===== config.mk =====
export PLATFORM = sky130hd
export DESIGN_NAME = lcd_top
export DESIGN_NICKNAME = d
export VERILOG_FILES = /design/src/verilog/lcd_driver_pkg.sv /design/src/verilog/hd44780_pkg.sv /design/src/verilog/lcd_top.sv /design/src/verilog/nibble_framer.sv /design/src/verilog/bus_arbiter.sv /design/src/verilog/message_sequencer.sv /design/src/verilog/init_sequencer.sv
export VERILOG_INCLUDE_DIRS = /design/src /design/src/include
export SDC_FILE = /design/constraint.sdc
export NUM_CORES = 1
export LEC_CHECK = 0
export ABC_AREA = 1
export BUFFER_PORTS_ARGS = -buffer_cell sky130_fd_sc_hd__buf_2
export CORE_MARGIN = 4
export CORE_UTILIZATION = 55
export CTS_CLUSTER_DIAMETER = 120
export DETAILED_ROUTE_END_ITERATION = 7
export GPL_ROUTABILITY_DRIVEN = 0
export PLACE_DENSITY_LB_ADDON = 0.3
export SYNTH_ARGS = -nofsm -noshare
export SYNTH_HDL_FRONTEND = slang
export SYNTH_SLANG_ARGS = --single-unit

===== constraint.sdc =====
create_clock -name clk -period 3.95 [get_ports clk]
set_input_delay 0.79 -clock clk [delete_from_list [all_inputs] [get_ports clk]]
set_output_delay 0.79 -clock clk [all_outputs]
set_load 0.02 [all_outputs]

===== src/include/message_table.svh =====
`ifndef MESSAGE_TABLE_SVH
`define MESSAGE_TABLE_SVH

//////////////////////////////////////////////////
// display texts, one row per select value
//////////////////////////////////////////////////

// first character sits in the top byte of each row
localparam logic [8*MSG_LEN-1:0] MSG_TABLE [MSG_COUNT] = '{
    "Weather#",  // select 0
    "Hazelnut",  // select 1
    "Cookie##",  // select 2
    "Rulokat#",  // select 3
    "Salad###",  // select 4
    "Orange##",  // select 5
    "Error###"   // select 6, select 7 folds onto this row
};

`endif

===== src/verilog/lcd_driver_pkg.sv =====
`default_nettype none

package lcd_driver_pkg;

    //////////////////////////////////////////////////
    // message geometry
    //////////////////////////////////////////////////

    localparam int MSG_LEN    = 8;  // characters per message
    localparam int MSG_COUNT  = 7;  // distinct messages in the table
    localparam int BYTE_IDX_W = $clog2(MSG_LEN + 2);  // two commands plus the text

    typedef logic [2:0] sel_t;  // message select from the user

    //////////////////////////////////////////////////
    // sequencer states
    //////////////////////////////////////////////////

    typedef enum logic [1:0] {
        INIT_WAIT,  // power-up delay
        INIT_SEND,  // nibble request outstanding
        INIT_GAP,   // settle time between nibbles
        INIT_DONE
    } init_state_e;

    typedef enum logic [2:0] {
        MSG_IDLE,
        MSG_SEND_HI,  // upper nibble of the current byte
        MSG_SEND_LO,  // lower nibble of the current byte
        MSG_GAP,
        MSG_DONE      // wait for start_lcd to drop
    } msg_state_e;

endpackage

`default_nettype wire


===== src/verilog/hd44780_pkg.sv =====
`default_nettype none

package hd44780_pkg;

    //////////////////////////////////////////////////
    // expander byte layout
    //////////////////////////////////////////////////

    typedef logic [3:0] nibble_t;    // data nibble, bits 7..4 of the byte
    typedef logic [7:0] exp_byte_t;  // one byte written to the expander

    localparam int EXP_BACKLIGHT = 3;  // backlight transistor
    localparam int EXP_ENABLE    = 2;  // E strobe, display latches on the fall
    localparam int EXP_RW        = 1;  // 0 for write
    localparam int EXP_RS        = 0;  // register select

    typedef enum logic {
        RS_CMD  = 1'b0,  // instruction register
        RS_DATA = 1'b1   // data register, i.e. a character
    } rs_e;

    //////////////////////////////////////////////////
    // display opcodes
    //////////////////////////////////////////////////

    // the two function-set codes are sent as a single nibble during power-up
    typedef enum logic [7:0] {
        CMD_FUNC_4BIT     = 8'h02,  // switch the interface to 4-bit mode
        CMD_FUNC_8BIT     = 8'h03,  // wake-up nibble, repeated three times
        CMD_DISPLAY_BLINK = 8'h0F,  // display on, cursor on, blinking
        CMD_DDRAM_HOME    = 8'h80   // ddram address 0, first line first column
    } cmd_e;

endpackage

`default_nettype wire


===== src/verilog/lcd_top.sv =====
`default_nettype none

module lcd_top #(
    parameter int POWER_UP_CYCLES = 1000000,  // 20 ms at 50 MHz
    parameter int INIT_GAP_CYCLES = 250000,   // 5 ms
    parameter int CHAR_GAP_CYCLES = 150000    // 3 ms
) (
    input  logic                   clk,
    input  logic                   counter_reset,
    input  logic                   start_lcd,
    input  lcd_driver_pkg::sel_t   selective,
    input  logic                   exp_ready,
    output hd44780_pkg::exp_byte_t exp_data,
    output logic                   exp_valid,
    output logic                   busy,
    output logic                   done
);
    import hd44780_pkg::*;

    logic    init_req;
    logic    init_ack;
    logic    init_done;
    nibble_t init_nibble;
    rs_e     init_rs;

    logic    msg_req;
    logic    msg_ack;
    nibble_t msg_nibble;
    rs_e     msg_rs;

    logic    fr_req;
    logic    fr_ack;
    nibble_t fr_nibble;
    rs_e     fr_rs;

    //////////////////////////////////////////////////
    // two sequencers sharing one framer
    //////////////////////////////////////////////////

    init_sequencer #(
        .POWER_UP_CYCLES (POWER_UP_CYCLES),
        .INIT_GAP_CYCLES (INIT_GAP_CYCLES)
    ) u_init_sequencer (
        .clk           (clk),
        .counter_reset (counter_reset),
        .init_ack      (init_ack),
        .init_req      (init_req),
        .init_nibble   (init_nibble),
        .init_rs       (init_rs),
        .init_done     (init_done)
    );

    message_sequencer #(
        .CHAR_GAP_CYCLES (CHAR_GAP_CYCLES)
    ) u_message_sequencer (
        .clk           (clk),
        .counter_reset (counter_reset),
        .start_lcd     (start_lcd),
        .selective     (selective),
        .init_done     (init_done),
        .msg_ack       (msg_ack),
        .msg_req       (msg_req),
        .msg_nibble    (msg_nibble),
        .msg_rs        (msg_rs),
        .busy          (busy),
        .done          (done)
    );

    bus_arbiter u_bus_arbiter (
        .clk           (clk),
        .counter_reset (counter_reset),
        .init_req      (init_req),
        .init_nibble   (init_nibble),
        .init_rs       (init_rs),
        .msg_req       (msg_req),
        .msg_nibble    (msg_nibble),
        .msg_rs        (msg_rs),
        .fr_ack        (fr_ack),
        .init_ack      (init_ack),
        .msg_ack       (msg_ack),
        .fr_req        (fr_req),
        .fr_nibble     (fr_nibble),
        .fr_rs         (fr_rs)
    );

    nibble_framer u_nibble_framer (
        .clk           (clk),
        .counter_reset (counter_reset),
        .fr_req        (fr_req),
        .fr_nibble     (fr_nibble),
        .fr_rs         (fr_rs),
        .exp_ready     (exp_ready),
        .fr_ack        (fr_ack),
        .exp_data      (exp_data),
        .exp_valid     (exp_valid)
    );

endmodule

`default_nettype wire


===== src/verilog/nibble_framer.sv =====
`default_nettype none

module nibble_framer (
    input  logic                   clk,
    input  logic                   counter_reset,
    input  logic                   fr_req,
    input  hd44780_pkg::nibble_t   fr_nibble,
    input  hd44780_pkg::rs_e       fr_rs,
    input  logic                   exp_ready,
    output logic                   fr_ack,
    output hd44780_pkg::exp_byte_t exp_data,
    output logic                   exp_valid
);
    import hd44780_pkg::*;

    nibble_t nib_q;
    rs_e     rs_q;
    logic    en_q;    // enable bit of the byte on offer
    logic    accept;
    logic    xfer;

    // no new request during the ack cycle, the requester still holds req there
    assign accept = fr_req && !exp_valid && !fr_ack;
    assign xfer   = exp_valid && exp_ready;

    always_comb begin
        exp_data                = '0;
        exp_data[7:4]           = nib_q;
        exp_data[EXP_BACKLIGHT] = 1'b1;
        exp_data[EXP_ENABLE]    = en_q;
        exp_data[EXP_RW]        = 1'b0;  // write only
        exp_data[EXP_RS]        = rs_q;
    end

    always_ff @(posedge clk) begin
        if (accept) begin
            nib_q <= fr_nibble;
            rs_q  <= fr_rs;
        end
    end

    //////////////////////////////////////////////////
    // enable pulse, high byte then low byte
    //////////////////////////////////////////////////

    always_ff @(posedge clk) begin
        if (counter_reset) begin
            exp_valid <= 1'b0;
            en_q      <= 1'b0;
            fr_ack    <= 1'b0;
        end else begin
            fr_ack <= 1'b0;
            if (accept) begin
                exp_valid <= 1'b1;
                en_q      <= 1'b1;
            end else if (xfer) begin
                if (en_q) begin
                    en_q <= 1'b0;  // display latches the nibble on this fall
                end else begin
                    exp_valid <= 1'b0;
                    fr_ack    <= 1'b1;
                end
            end
        end
    end

    // a stalled byte stays on the bus unchanged
    assert property (@(posedge clk) disable iff (counter_reset)
        exp_valid && !exp_ready |=> exp_valid && $stable(exp_data));

endmodule

`default_nettype wire


===== src/verilog/bus_arbiter.sv =====
`default_nettype none

module bus_arbiter (
    input  logic                 clk,
    input  logic                 counter_reset,
    input  logic                 init_req,
    input  hd44780_pkg::nibble_t init_nibble,
    input  hd44780_pkg::rs_e     init_rs,
    input  logic                 msg_req,
    input  hd44780_pkg::nibble_t msg_nibble,
    input  hd44780_pkg::rs_e     msg_rs,
    input  logic                 fr_ack,
    output logic                 init_ack,
    output logic                 msg_ack,
    output logic                 fr_req,
    output hd44780_pkg::nibble_t fr_nibble,
    output hd44780_pkg::rs_e     fr_rs
);

    logic gnt_valid;  // framer is owned by one requester
    logic gnt_msg;    // owner is the message sequencer
    logic sel_msg;

    // a held grant wins, otherwise init goes first
    assign sel_msg = gnt_valid ? gnt_msg : (msg_req && !init_req);

    assign fr_req    = sel_msg ? msg_req    : init_req;
    assign fr_nibble = sel_msg ? msg_nibble : init_nibble;
    assign fr_rs     = sel_msg ? msg_rs     : init_rs;
    assign init_ack  = fr_ack && !sel_msg;
    assign msg_ack   = fr_ack && sel_msg;

    always_ff @(posedge clk) begin
        if (counter_reset) begin
            gnt_valid <= 1'b0;
            gnt_msg   <= 1'b0;
        end else if (fr_ack) begin
            gnt_valid <= 1'b0;  // released with the ack
        end else if (!gnt_valid && fr_req) begin
            gnt_valid <= 1'b1;
            gnt_msg   <= sel_msg;
        end
    end

    // each framer ack reaches exactly one sequencer, and that one is still waiting
    assert property (@(posedge clk) disable iff (counter_reset)
        fr_ack |-> $onehot({init_ack && init_req, msg_ack && msg_req}));

endmodule

`default_nettype wire


===== src/verilog/message_sequencer.sv =====
`default_nettype none

module message_sequencer #(
    parameter int CHAR_GAP_CYCLES = 150000
) (
    input  logic                 clk,
    input  logic                 counter_reset,
    input  logic                 start_lcd,
    input  lcd_driver_pkg::sel_t selective,
    input  logic                 init_done,
    input  logic                 msg_ack,
    output logic                 msg_req,
    output hd44780_pkg::nibble_t msg_nibble,
    output hd44780_pkg::rs_e     msg_rs,
    output logic                 busy,
    output logic                 done
);
    import hd44780_pkg::*;
    import lcd_driver_pkg::*;

    `include "message_table.svh"

    localparam int GAP_W    = $clog2(CHAR_GAP_CYCLES + 1);
    localparam int LAST_IDX = MSG_LEN + 1;

    msg_state_e            state;
    msg_state_e            after_gap;  // half to send once the gap runs out
    logic [GAP_W-1:0]      gap_cnt;
    logic [BYTE_IDX_W-1:0] byte_idx;   // 0 and 1 are commands, then the text
    sel_t                  sel_q;
    logic [8*MSG_LEN-1:0]  msg_text;
    logic [7:0]            cur_byte;

    //////////////////////////////////////////////////
    // byte selection
    //////////////////////////////////////////////////

    always_comb begin
        msg_text = MSG_TABLE[sel_q];
        if (byte_idx == BYTE_IDX_W'(0)) begin
            cur_byte = CMD_DISPLAY_BLINK;
        end else if (byte_idx == BYTE_IDX_W'(1)) begin
            cur_byte = CMD_DDRAM_HOME;
        end else begin
            cur_byte = msg_text[8*(LAST_IDX - int'(byte_idx)) +: 8];  // character byte_idx-2
        end
    end

    assign msg_nibble = (state == MSG_SEND_LO) ? cur_byte[3:0] : cur_byte[7:4];
    assign msg_rs     = (byte_idx < BYTE_IDX_W'(2)) ? RS_CMD : RS_DATA;

    //////////////////////////////////////////////////
    // control
    //////////////////////////////////////////////////

    always_ff @(posedge clk) begin
        if (counter_reset) begin
            state     <= MSG_IDLE;
            after_gap <= MSG_SEND_HI;
            gap_cnt   <= '0;
            byte_idx  <= '0;
            msg_req   <= 1'b0;
            busy      <= 1'b0;
            done      <= 1'b0;
        end else begin
            case (state)
                MSG_IDLE: begin
                    if (start_lcd && init_done) begin
                        // selects beyond the table show the error text
                        sel_q    <= (selective >= sel_t'(MSG_COUNT)) ? sel_t'(MSG_COUNT - 1)
                                                                     : selective;
                        byte_idx <= '0;
                        busy     <= 1'b1;
                        msg_req  <= 1'b1;
                        state    <= MSG_SEND_HI;
                    end
                end
                MSG_SEND_HI: begin
                    if (msg_ack) begin
                        msg_req   <= 1'b0;
                        after_gap <= MSG_SEND_LO;
                        gap_cnt   <= GAP_W'(CHAR_GAP_CYCLES - 1);
                        state     <= MSG_GAP;
                    end
                end
                MSG_SEND_LO: begin
                    if (msg_ack) begin
                        msg_req <= 1'b0;
                        if (byte_idx == BYTE_IDX_W'(LAST_IDX)) begin
                            busy  <= 1'b0;
                            done  <= 1'b1;
                            state <= MSG_DONE;
                        end else begin
                            byte_idx  <= byte_idx + 1'b1;
                            after_gap <= MSG_SEND_HI;
                            gap_cnt   <= GAP_W'(CHAR_GAP_CYCLES - 1);
                            state     <= MSG_GAP;
                        end
                    end
                end
                MSG_GAP: begin
                    if (gap_cnt == '0) begin
                        msg_req <= 1'b1;
                        state   <= after_gap;
                    end else begin
                        gap_cnt <= gap_cnt - 1'b1;
                    end
                end
                MSG_DONE: begin
                    if (!start_lcd) begin
                        done  <= 1'b0;
                        state <= MSG_IDLE;
                    end
                end
                default: begin
                    state <= MSG_IDLE;
                end
            endcase
        end
    end

    // two commands and MSG_LEN characters, never further
    assert property (@(posedge clk) disable iff (counter_reset)
        byte_idx < BYTE_IDX_W'(MSG_LEN + 2));

endmodule

`default_nettype wire


===== src/verilog/init_sequencer.sv =====
`default_nettype none

module init_sequencer #(
    parameter int POWER_UP_CYCLES = 1000000,
    parameter int INIT_GAP_CYCLES = 250000
) (
    input  logic                 clk,
    input  logic                 counter_reset,
    input  logic                 init_ack,
    output logic                 init_req,
    output hd44780_pkg::nibble_t init_nibble,
    output hd44780_pkg::rs_e     init_rs,
    output logic                 init_done
);
    import hd44780_pkg::*;
    import lcd_driver_pkg::*;

    localparam int CNT_MAX = (POWER_UP_CYCLES > INIT_GAP_CYCLES) ? POWER_UP_CYCLES
                                                                  : INIT_GAP_CYCLES;
    localparam int CNT_W   = $clog2(CNT_MAX + 1);

    init_state_e      state;
    logic [CNT_W-1:0] wait_cnt;  // power-up timer, reloaded for each gap
    logic [1:0]       step;      // nibbles acknowledged so far

    // three wake-up nibbles, the fourth selects 4-bit mode
    assign init_nibble = (step == 2'd3) ? nibble_t'(CMD_FUNC_4BIT) : nibble_t'(CMD_FUNC_8BIT);
    assign init_rs     = RS_CMD;

    always_ff @(posedge clk) begin
        if (counter_reset) begin
            state     <= INIT_WAIT;
            wait_cnt  <= CNT_W'(POWER_UP_CYCLES - 1);
            step      <= 2'd0;
            init_req  <= 1'b0;
            init_done <= 1'b0;
        end else begin
            case (state)
                INIT_WAIT, INIT_GAP: begin
                    if (wait_cnt == '0) begin
                        state    <= INIT_SEND;
                        init_req <= 1'b1;
                    end else begin
                        wait_cnt <= wait_cnt - 1'b1;
                    end
                end
                INIT_SEND: begin
                    if (init_ack) begin
                        init_req <= 1'b0;  // dropped the cycle after the ack
                        step     <= step + 1'b1;
                        if (step == 2'd3) begin
                            state     <= INIT_DONE;
                            init_done <= 1'b1;
                        end else begin
                            state    <= INIT_GAP;
                            wait_cnt <= CNT_W'(INIT_GAP_CYCLES - 1);
                        end
                    end
                end
                default: begin
                    state <= INIT_DONE;  // stays here until the next reset
                end
            endcase
        end
    end

    // once the display is initialised this block never asks for the framer again
    assert property (@(posedge clk) disable iff (counter_reset)
        init_done |=> init_done && !init_req);

endmodule

`default_nettype wire


==> Implementation_results.wiki, run 1 <==
{| class="wikitable"
! Metric !! Value
|-
| Combinational share of power || 0.377
|-
| DRC Markers || 0
|-
| Unique masters post-synth || 43
|-
| Initial core utilization || 0.568
|-
| TritonCTS clock tree || yes
|-
| Final routed wirelength across all metal layers || 10.5 mm
|-
| Slew HR || 0.473
|-
| Cts hold-fix bufs || 0
|-
| Worst reg2reg startpoint || u_message_sequencer.byte_idx[0]$_SDFFE_PP0P_
|-
| Number of global-route vias before repair || 4129
|-
| Highest-count cells in the layout ignoring fill and taps || sky130_fd_sc_hd__nand2_1, sky130_fd_sc_hd__nor2_1, sky130_fd_sc_hd__inv_1
|-
| Async S/R FF share, synth || 0
|-
| Design Area, Final || 0.00495 sq mm
|-
| Synthesis-to-layout area growth || 5.60%
|-
| Achievable frequency || 422 MHz
|-
| Worst reg2reg path depth || 7
|-
| Static leakage || 2.17 nW
|-
| Sw Ratio || 0.409
|-
| Fin crit share || 0.600
|-
| Arrival time of the worst setup path || 2.49 ns
|-
| Site Rows || 33
|-
| Switching power || 997 uW
|-
| Largest net degree at the start of global routing || 32
|-
| Post-CTS setup buffers || 0
|-
| Power density cells || 492 mW/mm^2
|-
| Count of routing violations after the opening detailed-route iteration || 342
|-
| Cell area after placement || 0.00473 sq mm
|-
| Share of final-layout standard cells stronger than drive strength 1 || 0.115
|-
| Share of synthesized area occupied by flip-flops and latches || 0.311
|-
| Core Box Area || 0.00826 sq mm
|-
| Primary FF master, synth || sky130_fd_sc_hd__dfxtp_1
|-
| H-tree Lvls || 3
|-
| Resized Gates After CTS || 0
|-
| Number of warnings printed during yosys synthesis || 0
|-
| First-pass iteration count of the detailed router || 5
|-
| Area of the die || 0.0101 sq mm
|-
| Top Ports || 18
|-
| Capturing instance or port of the critical path || u_nibble_framer.nib_q[2]$_SDFFCE_PN0P_
|-
| CTS root buf || sky130_fd_sc_hd__clkbuf_8
|-
| Clock edge transition at the registers on the reported setup and hold paths || 0.09 ns
|-
| Capturing point of the worst reg2reg path || u_nibble_framer.nib_q[2]$_SDFFCE_PN0P_
|-
| Area taken by flip-flops and latches || 0.00146 sq mm
|-
| Via density per instance || 5.52
|-
| Global-route wire length before repair || 18.3 mm
|-
| Share of the core filled with cells in the final layout || 0.600
|-
| Number of antenna violations at the first check in global routing || 0
|-
| Worst-case hold slack || 0.470 ns
|-
| Launching element of the worst setup path || u_message_sequencer.byte_idx[0]$_SDFFE_PP0P_
|-
| Vias || 4499
|-
| Cell Int Power || 1.44 mW
|-
| Filler cell count || 785
|-
| Endpoints failing hold || 0
|-
| RSZ-0062 raised after global routing || no
|-
| Worst reg2reg setup slack || 1.58 ns
|-
| DRT antenna net count || 0
|-
| Worst min-delay path class || reg -> reg
|-
| Clock share of power || 0.264
|-
| Category of the worst setup path capture point || flop
|-
| Maximum VDD drop || 0.193 mV
|-
| Tmin final || 2.37 ns
|-
| Largest driver fanout on the critical path || 21
|-
| Clock buffers created by TritonCTS || 9
|-
| Global routing usage summed across all routing layers || 0.218
|-
| Clock Tree Buf Depth || 2
|-
| Post-synth EDFFs || 8
|-
| Worst setup skew after layout || 0.0177 ns
|-
| Multi-input gate area || 0.00276 sq mm
|-
| Grt total ovfl || 0
|-
| Instance count of the mapped netlist || 706
|-
| Clock latency of the later-clocked register in the worst-skew pair || 0.36 ns
|-
| Max-slew violation count || 0
|-
| Least-Margin Pin Slew || 0.787 ns
|-
| Max Cap Viol || 0
|-
| Routed wirelength normalized by instance count || 12.9 um
|-
| Net count of the mapped netlist || 731
|-
| Mean post-synth cell area || 6.65 sq um
|-
| Area of the mapped netlist || 0.00469 sq mm
|-
| Overall power consumption || 2.44 mW
|-
| Detail Placement HPWL || 7.61 mm
|-
| Flip-flop and latch count after synthesis || 69
|-
| Startpoint class of the critical path || flop
|-
| Antenna diodes || 0
|-
| WP data required || 4.07 ns
|-
| Outcome || finished, final reports clean
|-
| Leading cell type in the layout, fill and taps excluded || sky130_fd_sc_hd__nand2_1
|-
| Floorplan die height || 100 um
|-
| Total negative slack for setup checks || 0 ns
|-
| Port-buffer cells || 15
|-
| Seq pwr share || 0.359
|-
| Final-stage net count || 730
|-
| Number of sinks on the clock net || 69
|-
| Setup violation total in the final timing report || 0
|-
| Die Wd || 100 um
|-
| Critical path start-end classification || reg -> reg
|}
## per-layer routing
layer  wire length [um]  track usage  vias up
li1                   -            -     2287
met1               4660        0.280     2028
met2               5110        0.365      160
met3                568       0.0445       24
met4                176       0.0746        0
met5                  0            0        -
## worst min-delay path by stage
stage / start / to / cells after the start
detailed placement: u_init_sequencer.state[0]$_SDFFE_PP0P_ / u_init_sequencer.state[1]$_SDFFE_PP0P_ / 2
finish: u_init_sequencer.state[0]$_SDFFE_PP0P_ / u_init_sequencer.state[1]$_SDFFE_PP0P_ / 2
global placement: u_init_sequencer.state[1]$_SDFFE_PP0P_ / u_init_sequencer.state[1]$_SDFFE_PP0P_ / 2
CTS: u_init_sequencer.state[0]$_SDFFE_PP0P_ / u_init_sequencer.state[1]$_SDFFE_PP0P_ / 2
floorplan: u_init_sequencer.state[1]$_SDFFE_PP0P_ / u_init_sequencer.state[1]$_SDFFE_PP0P_ / 2
global route: u_init_sequencer.state[1]$_SDFFE_PP0P_ / u_init_sequencer.state[1]$_SDFFE_PP0P_ / 2
## critical path, cell delays in order (launching register included)
cell                       delay (ns)
sky130_fd_sc_hd__dfxtp_1         0.68
sky130_fd_sc_hd__inv_1           0.45
sky130_fd_sc_hd__ha_1            0.35
sky130_fd_sc_hd__nand2_1         0.11
sky130_fd_sc_hd__inv_1           0.07
sky130_fd_sc_hd__nor2_1          0.23
sky130_fd_sc_hd__a21boi_0        0.21
sky130_fd_sc_hd__nor2_1          0.06
## power by group through the flow
stage	combinational, mW	clock [mW]	sequential (mW)
finish	0.919	0.644	0.874
global route	1.05	0.687	0.886
CTS	0.916	0.652	0.873
detailed placement	0.909	0	0.889
global placement	0.887	0	0.884
floorplan	0.769	0	0.887
## final cells by class
cell class | instances | area share
multi-input combinational | 535 | 0.557
clock inverter | 6 | 0.0146
clock buffer | 10 | 0.0301
timing repair buffer | 20 | 0.0227
sequential | 69 | 0.295
inverter | 70 | 0.0540
tap | 105 | 0.0265
## kinds of logic (layout without fill, tap and decap cells)
logic type,count (synthesis),after routing,synth area share
xor gates and xnor gates,22,22,0.0411
adders and majority gates,18,18,0.0480
AOI/OAI and AO/OA,106,106,0.131
other,2,2,0.00160
and+or+nand+nor,387,387,0.366
buffers and inverters,102,106,0.100
DFF,69,69,0.311
## stage by stage
step	instances	setup slack, ns
6_report	815	1.58
5_1_grt	815	1.37
4_1_cts	815	1.60
3_5_place_dp	799	1.61
3_3_place_gp	799	1.70
2_1_floorplan	706	1.87
## cells in the mapped netlist, types with 5 or more instances
library cell,instances,share of area
sky130_fd_sc_hd__a21oi_1,42,0.045
sky130_fd_sc_hd__a21oi_2,9,0.017
sky130_fd_sc_hd__buf_4,8,0.013
sky130_fd_sc_hd__clkbuf_1,14,0.011
sky130_fd_sc_hd__dfxtp_1,61,0.26
sky130_fd_sc_hd__edfxtp_1,8,0.051
sky130_fd_sc_hd__ha_1,18,0.048
sky130_fd_sc_hd__inv_1,63,0.050
sky130_fd_sc_hd__inv_2,5,0.0040
sky130_fd_sc_hd__nand2_1,168,0.13
sky130_fd_sc_hd__nand2_2,11,0.015
sky130_fd_sc_hd__nand3_1,59,0.063
sky130_fd_sc_hd__nand3_2,5,0.011
sky130_fd_sc_hd__nand4_1,22,0.029
sky130_fd_sc_hd__nor2_1,100,0.080
sky130_fd_sc_hd__nor3_1,7,0.0075
sky130_fd_sc_hd__o211ai_1,6,0.0096
sky130_fd_sc_hd__o21ai_0,34,0.036
sky130_fd_sc_hd__o21ai_1,5,0.0053
sky130_fd_sc_hd__xnor2_1,5,0.0093
sky130_fd_sc_hd__xor2_1,17,0.032
## sequential cells by signal, indices dropped and copies added, names as in the netlist
signal and cells:
u_init_sequencer.state 2, u_message_sequencer.state 3, u_message_sequencer.msg_req 1, u_message_sequencer.busy 1
u_nibble_framer.nib_q 4, u_nibble_framer.exp_valid 1, u_nibble_framer.rs_q 1, u_message_sequencer.gap_cnt 18
u_init_sequencer.step 2, u_nibble_framer.en_q 1, u_bus_arbiter.gnt_msg 1, u_message_sequencer.after_gap 2
u_init_sequencer.wait_cnt 20, u_message_sequencer.sel_q 3, u_message_sequencer.byte_idx 4, u_init_sequencer.init_req 1
u_nibble_framer.fr_ack 1, u_message_sequencer.done 1, u_bus_arbiter.gnt_valid 1, u_init_sequencer.init_done 1
Power figures use the tool's default switching activity.
==> run 2: changes to the inputs <==
==> constraint.sdc (replaced) <==
create_clock -name clk -period 2.1 [get_ports clk]
set_input_delay 0.42 -clock clk [delete_from_list [all_inputs] [get_ports clk]]
set_output_delay 0.42 -clock clk [all_outputs]
set_load 0.02 [all_outputs]
==> Implementation_results.wiki, run 2 (synthesis gave the netlist of run 1 again) <==
{| class="wikitable"
! Metric !! Value
|-
| Via density per instance || 5.55 (+0.46%)
|-
| Share of final-layout standard cells stronger than drive strength 1 || 0.131 (+0.0151)
|-
| Number of global-route vias before repair || 4235 (+2.6%)
|-
| Achievable frequency || 523 MHz (+24%)
|-
| DRT antenna net count || 0 (unchanged)
|-
| Endpoints failing hold || 0 (unchanged)
|-
| Final-stage net count || 740 (+1.4%)
|-
| First-pass iteration count of the detailed router || 5 (unchanged)
|-
| Highest-count cells in the layout ignoring fill and taps || sky130_fd_sc_hd__nand2_1, sky130_fd_sc_hd__nor2_1, sky130_fd_sc_hd__inv_1
|-
| Power density cells || 927 mW/mm^2 (+88%)
|-
| Antenna diodes || 0 (unchanged)
|-
| Clock latency of the later-clocked register in the worst-skew pair || 0.35 ns (about the same)
|-
| Largest net degree at the start of global routing || 30 (-6.3%)
|-
| Cell Int Power || 2.79 mW (+94%)
|-
| Tmin final || 1.91 ns (-0.455 ns)
|-
| Fin crit share || 0.911 (+0.312)
|-
| Setup violation total in the final timing report || 0 (unchanged)
|-
| Leading cell type in the layout, fill and taps excluded || sky130_fd_sc_hd__nand2_1
|-
| Hold wc startpoint || selective[1]
|-
| Least-Margin Pin Slew || 0.564 ns (-0.222 ns)
|-
| Grt total ovfl || 0 (unchanged)
|-
| Synthesis-to-layout area growth || 8.00%
|-
| Worst setup skew after layout || 0.00910 ns (-0.00863 ns)
|-
| Worst reg2reg setup slack || 0.19 ns (-1.39 ns)
|-
| Maximum VDD drop || 0.437 mV (+130%)
|-
| Sw Ratio || 0.407 (-0.00270)
|-
| Area of the die || 0.0101 sq mm (unchanged)
|-
| Top reg by flops || u_init_sequencer.wait_cnt
|-
| Initial core utilization || 0.568 (unchanged)
|-
| Worst-case hold slack || 0.252 ns (-0.218 ns)
|-
| H-tree Lvls || 3 (unchanged)
|-
| Clock share of power || 0.270 (+0.006)
|-
| Floorplan die height || 100 um (unchanged)
|-
| Clock edge transition at the registers on the reported setup and hold paths || 0.09 ns (about the same)
|-
| Placed cells || 807 (+1.0%)
|-
| Die Wd || 100 um (unchanged)
|-
| Finished Layout Cells || 825 (+1.2%)
|-
| Worst reg2reg path depth || 12 (+5)
|-
| Share of the core filled with cells in the final layout || 0.614 (+0.0136)
|-
| Area taken by flip-flops and latches || 0.00146 sq mm (about the same)
|-
| Critical path start-end classification || reg -> reg
|-
| Multi-input gate area || 0.00277 sq mm (+0.32%)
|-
| Count of routing violations after the opening detailed-route iteration || 337 (-1.5%)
|-
| Static leakage || 2.22 nW (+2.7%)
|-
| Filler cell count || 734 (-6.5%)
|-
| Global routing usage summed across all routing layers || 0.225 (+0.00712)
|-
| Category of the worst setup path capture point || flop
|-
| Core Box Area || 0.00826 sq mm (unchanged)
|-
| Clock buffers created by TritonCTS || 9 (unchanged)
|-
| Min-Delay Path Depth || 1 (-1)
|-
| Vias || 4575 (+1.7%)
|-
| Worst reg2reg startpoint || u_message_sequencer.byte_idx[1]$_SDFFE_PP0P_
|-
| Switching power || 1.91 mW (+91%)
|-
| Port-buffer cells || 15 (unchanged)
|-
| Site Rows || 33 (unchanged)
|-
| Arrival time of the worst setup path || 2.19 ns (-0.30 ns)
|-
| Seq pwr share || 0.347 (-0.012)
|-
| Capturing point of the worst reg2reg path || u_message_sequencer.gap_cnt[2]$_SDFFE_PP0P_
|-
| Slew HR || 0.623 (+0.151)
|-
| TritonCTS clock tree || yes
|-
| WP data required || 2.38 ns (-1.69 ns)
|-
| Largest driver fanout on the critical path || 18 (-14%)
|-
| Final routed wirelength across all metal layers || 10.9 mm (+3.4%)
|-
| CTS root buf || sky130_fd_sc_hd__clkbuf_8
|-
| Routed wirelength normalized by instance count || 13.2 um (+2.1%)
|-
| Worst min-delay path class || in -> reg
|-
| RSZ-0062 raised after global routing || yes
|-
| End of the worst hold path || u_message_sequencer.sel_q[1]$_SDFFCE_PP1P_
|-
| Detail Placement HPWL || 7.78 mm (+2.3%)
|-
| Regs by FF count || u_init_sequencer.wait_cnt (20), u_message_sequencer.gap_cnt (18)
|-
| Flip-flop count of the largest register after layout || 20 (unchanged)
|-
| Max-slew violation count || 0 (unchanged)
|-
| Combinational share of power || 0.383 (+0.006)
|-
| Max Cap Viol || 0 (unchanged)
|-
| Overall power consumption || 4.70 mW (+93%)
|-
| Clock Tree Buf Depth || 2 (unchanged)
|-
| Startpoint class of the critical path || flop
|-
| Top Ports || 18 (unchanged)
|-
| Global-route wire length before repair || 18.9 mm (+3.5%)
|-
| Number of sinks on the clock net || 69 (unchanged)
|-
| DRC Markers || 0 (unchanged)
|-
| Outcome || finished, final reports clean
|-
| Number of antenna violations at the first check in global routing || 0 (unchanged)
|}
-- run 2: cell type report --
class / instances / area share
Inverter: 70 / 0.0543
Clock inverter: 7 / 0.0207
Timing Repair Buffer: 30 / 0.0395
Clock buffer: 9 / 0.0244
Multi-Input combinational cell: 535 / 0.546
Sequential cell: 69 / 0.289
Tap cell: 105 / 0.0259
-- run 2: worst max path at each step --
stage	slack, ns	endpoint	cells after the start	from
floorplan	0.02	u_message_sequencer.gap_cnt[10]$_SDFFE_PP0P_	14	u_message_sequencer.byte_idx[1]$_SDFFE_PP0P_
global placement	0.21	u_nibble_framer.nib_q[0]$_DFFE_PP_	13	u_message_sequencer.sel_q[0]$_SDFFCE_PP0P_
detailed placement	0.12	u_message_sequencer.gap_cnt[2]$_SDFFE_PP0P_	12	u_message_sequencer.byte_idx[2]$_SDFFE_PP0P_
CTS	0.10	u_message_sequencer.gap_cnt[11]$_SDFFE_PP0P_	12	u_message_sequencer.byte_idx[2]$_SDFFE_PP0P_
global route	-0.02	u_message_sequencer.gap_cnt[2]$_SDFFE_PP0P_	12	u_message_sequencer.byte_idx[1]$_SDFFE_PP0P_
finish	0.19	u_message_sequencer.gap_cnt[2]$_SDFFE_PP0P_	12	u_message_sequencer.byte_idx[1]$_SDFFE_PP0P_
-- run 2: timing repair --
item                       in CTS  in global routing
gates resized for setup         0                  5
setup endpoints to repair       0                 19
buffers inserted                0                  2
hold buffers                    0                  0
-- run 2: per-layer routing --
metal	GRT usage	wire (um)	up-vias
met4	0.0715	201	0
met5	0	0	-
met2	0.377	5260	149
li1	-	-	2307
met1	0.293	4850	2096
met3	0.0431	563	23
-- run 2: critical path, cell delays in order, from the launching register on --
cell and delay [ns]:
sky130_fd_sc_hd__dfxtp_1 0.35, sky130_fd_sc_hd__clkinv_1 0.08, sky130_fd_sc_hd__ha_1 0.20, sky130_fd_sc_hd__ha_1 0.19, sky130_fd_sc_hd__nand2_1 0.11, sky130_fd_sc_hd__nor2_2 0.06
sky130_fd_sc_hd__inv_2 0.08, sky130_fd_sc_hd__o21ai_1 0.10, sky130_fd_sc_hd__nor2_4 0.15, sky130_fd_sc_hd__nand2_8 0.14, sky130_fd_sc_hd__clkinv_8 0.13, sky130_fd_sc_hd__o21ai_0 0.09
sky130_fd_sc_hd__a21oi_1 0.16
-- run 2: per-stage QoR --
step	setup slack [ns]	TNS [ns]	cell area, sq um
after floorplan	0.0173	0	4690
after global placement	0.211	0	4810
after detailed placement	0.125	0	4810
after CTS	0.100	0	5030
after global routing	-0.0159	-0.0159	5070
final	0.186	0	5070
-- run 2: power groups by stage --
| stage | Clock, mW | Combinational (mW) | Sequential (mW) |
|---|---|---|---|
| 2_1_floorplan | 0 | 1.45 | 1.67 |
| 3_3_place_gp | 0 | 1.71 | 1.65 |
| 3_5_place_dp | 0 | 1.75 | 1.66 |
| 4_1_cts | 1.29 | 1.76 | 1.63 |
| 5_1_grt | 1.35 | 2.05 | 1.65 |
| 6_report | 1.27 | 1.80 | 1.63 |
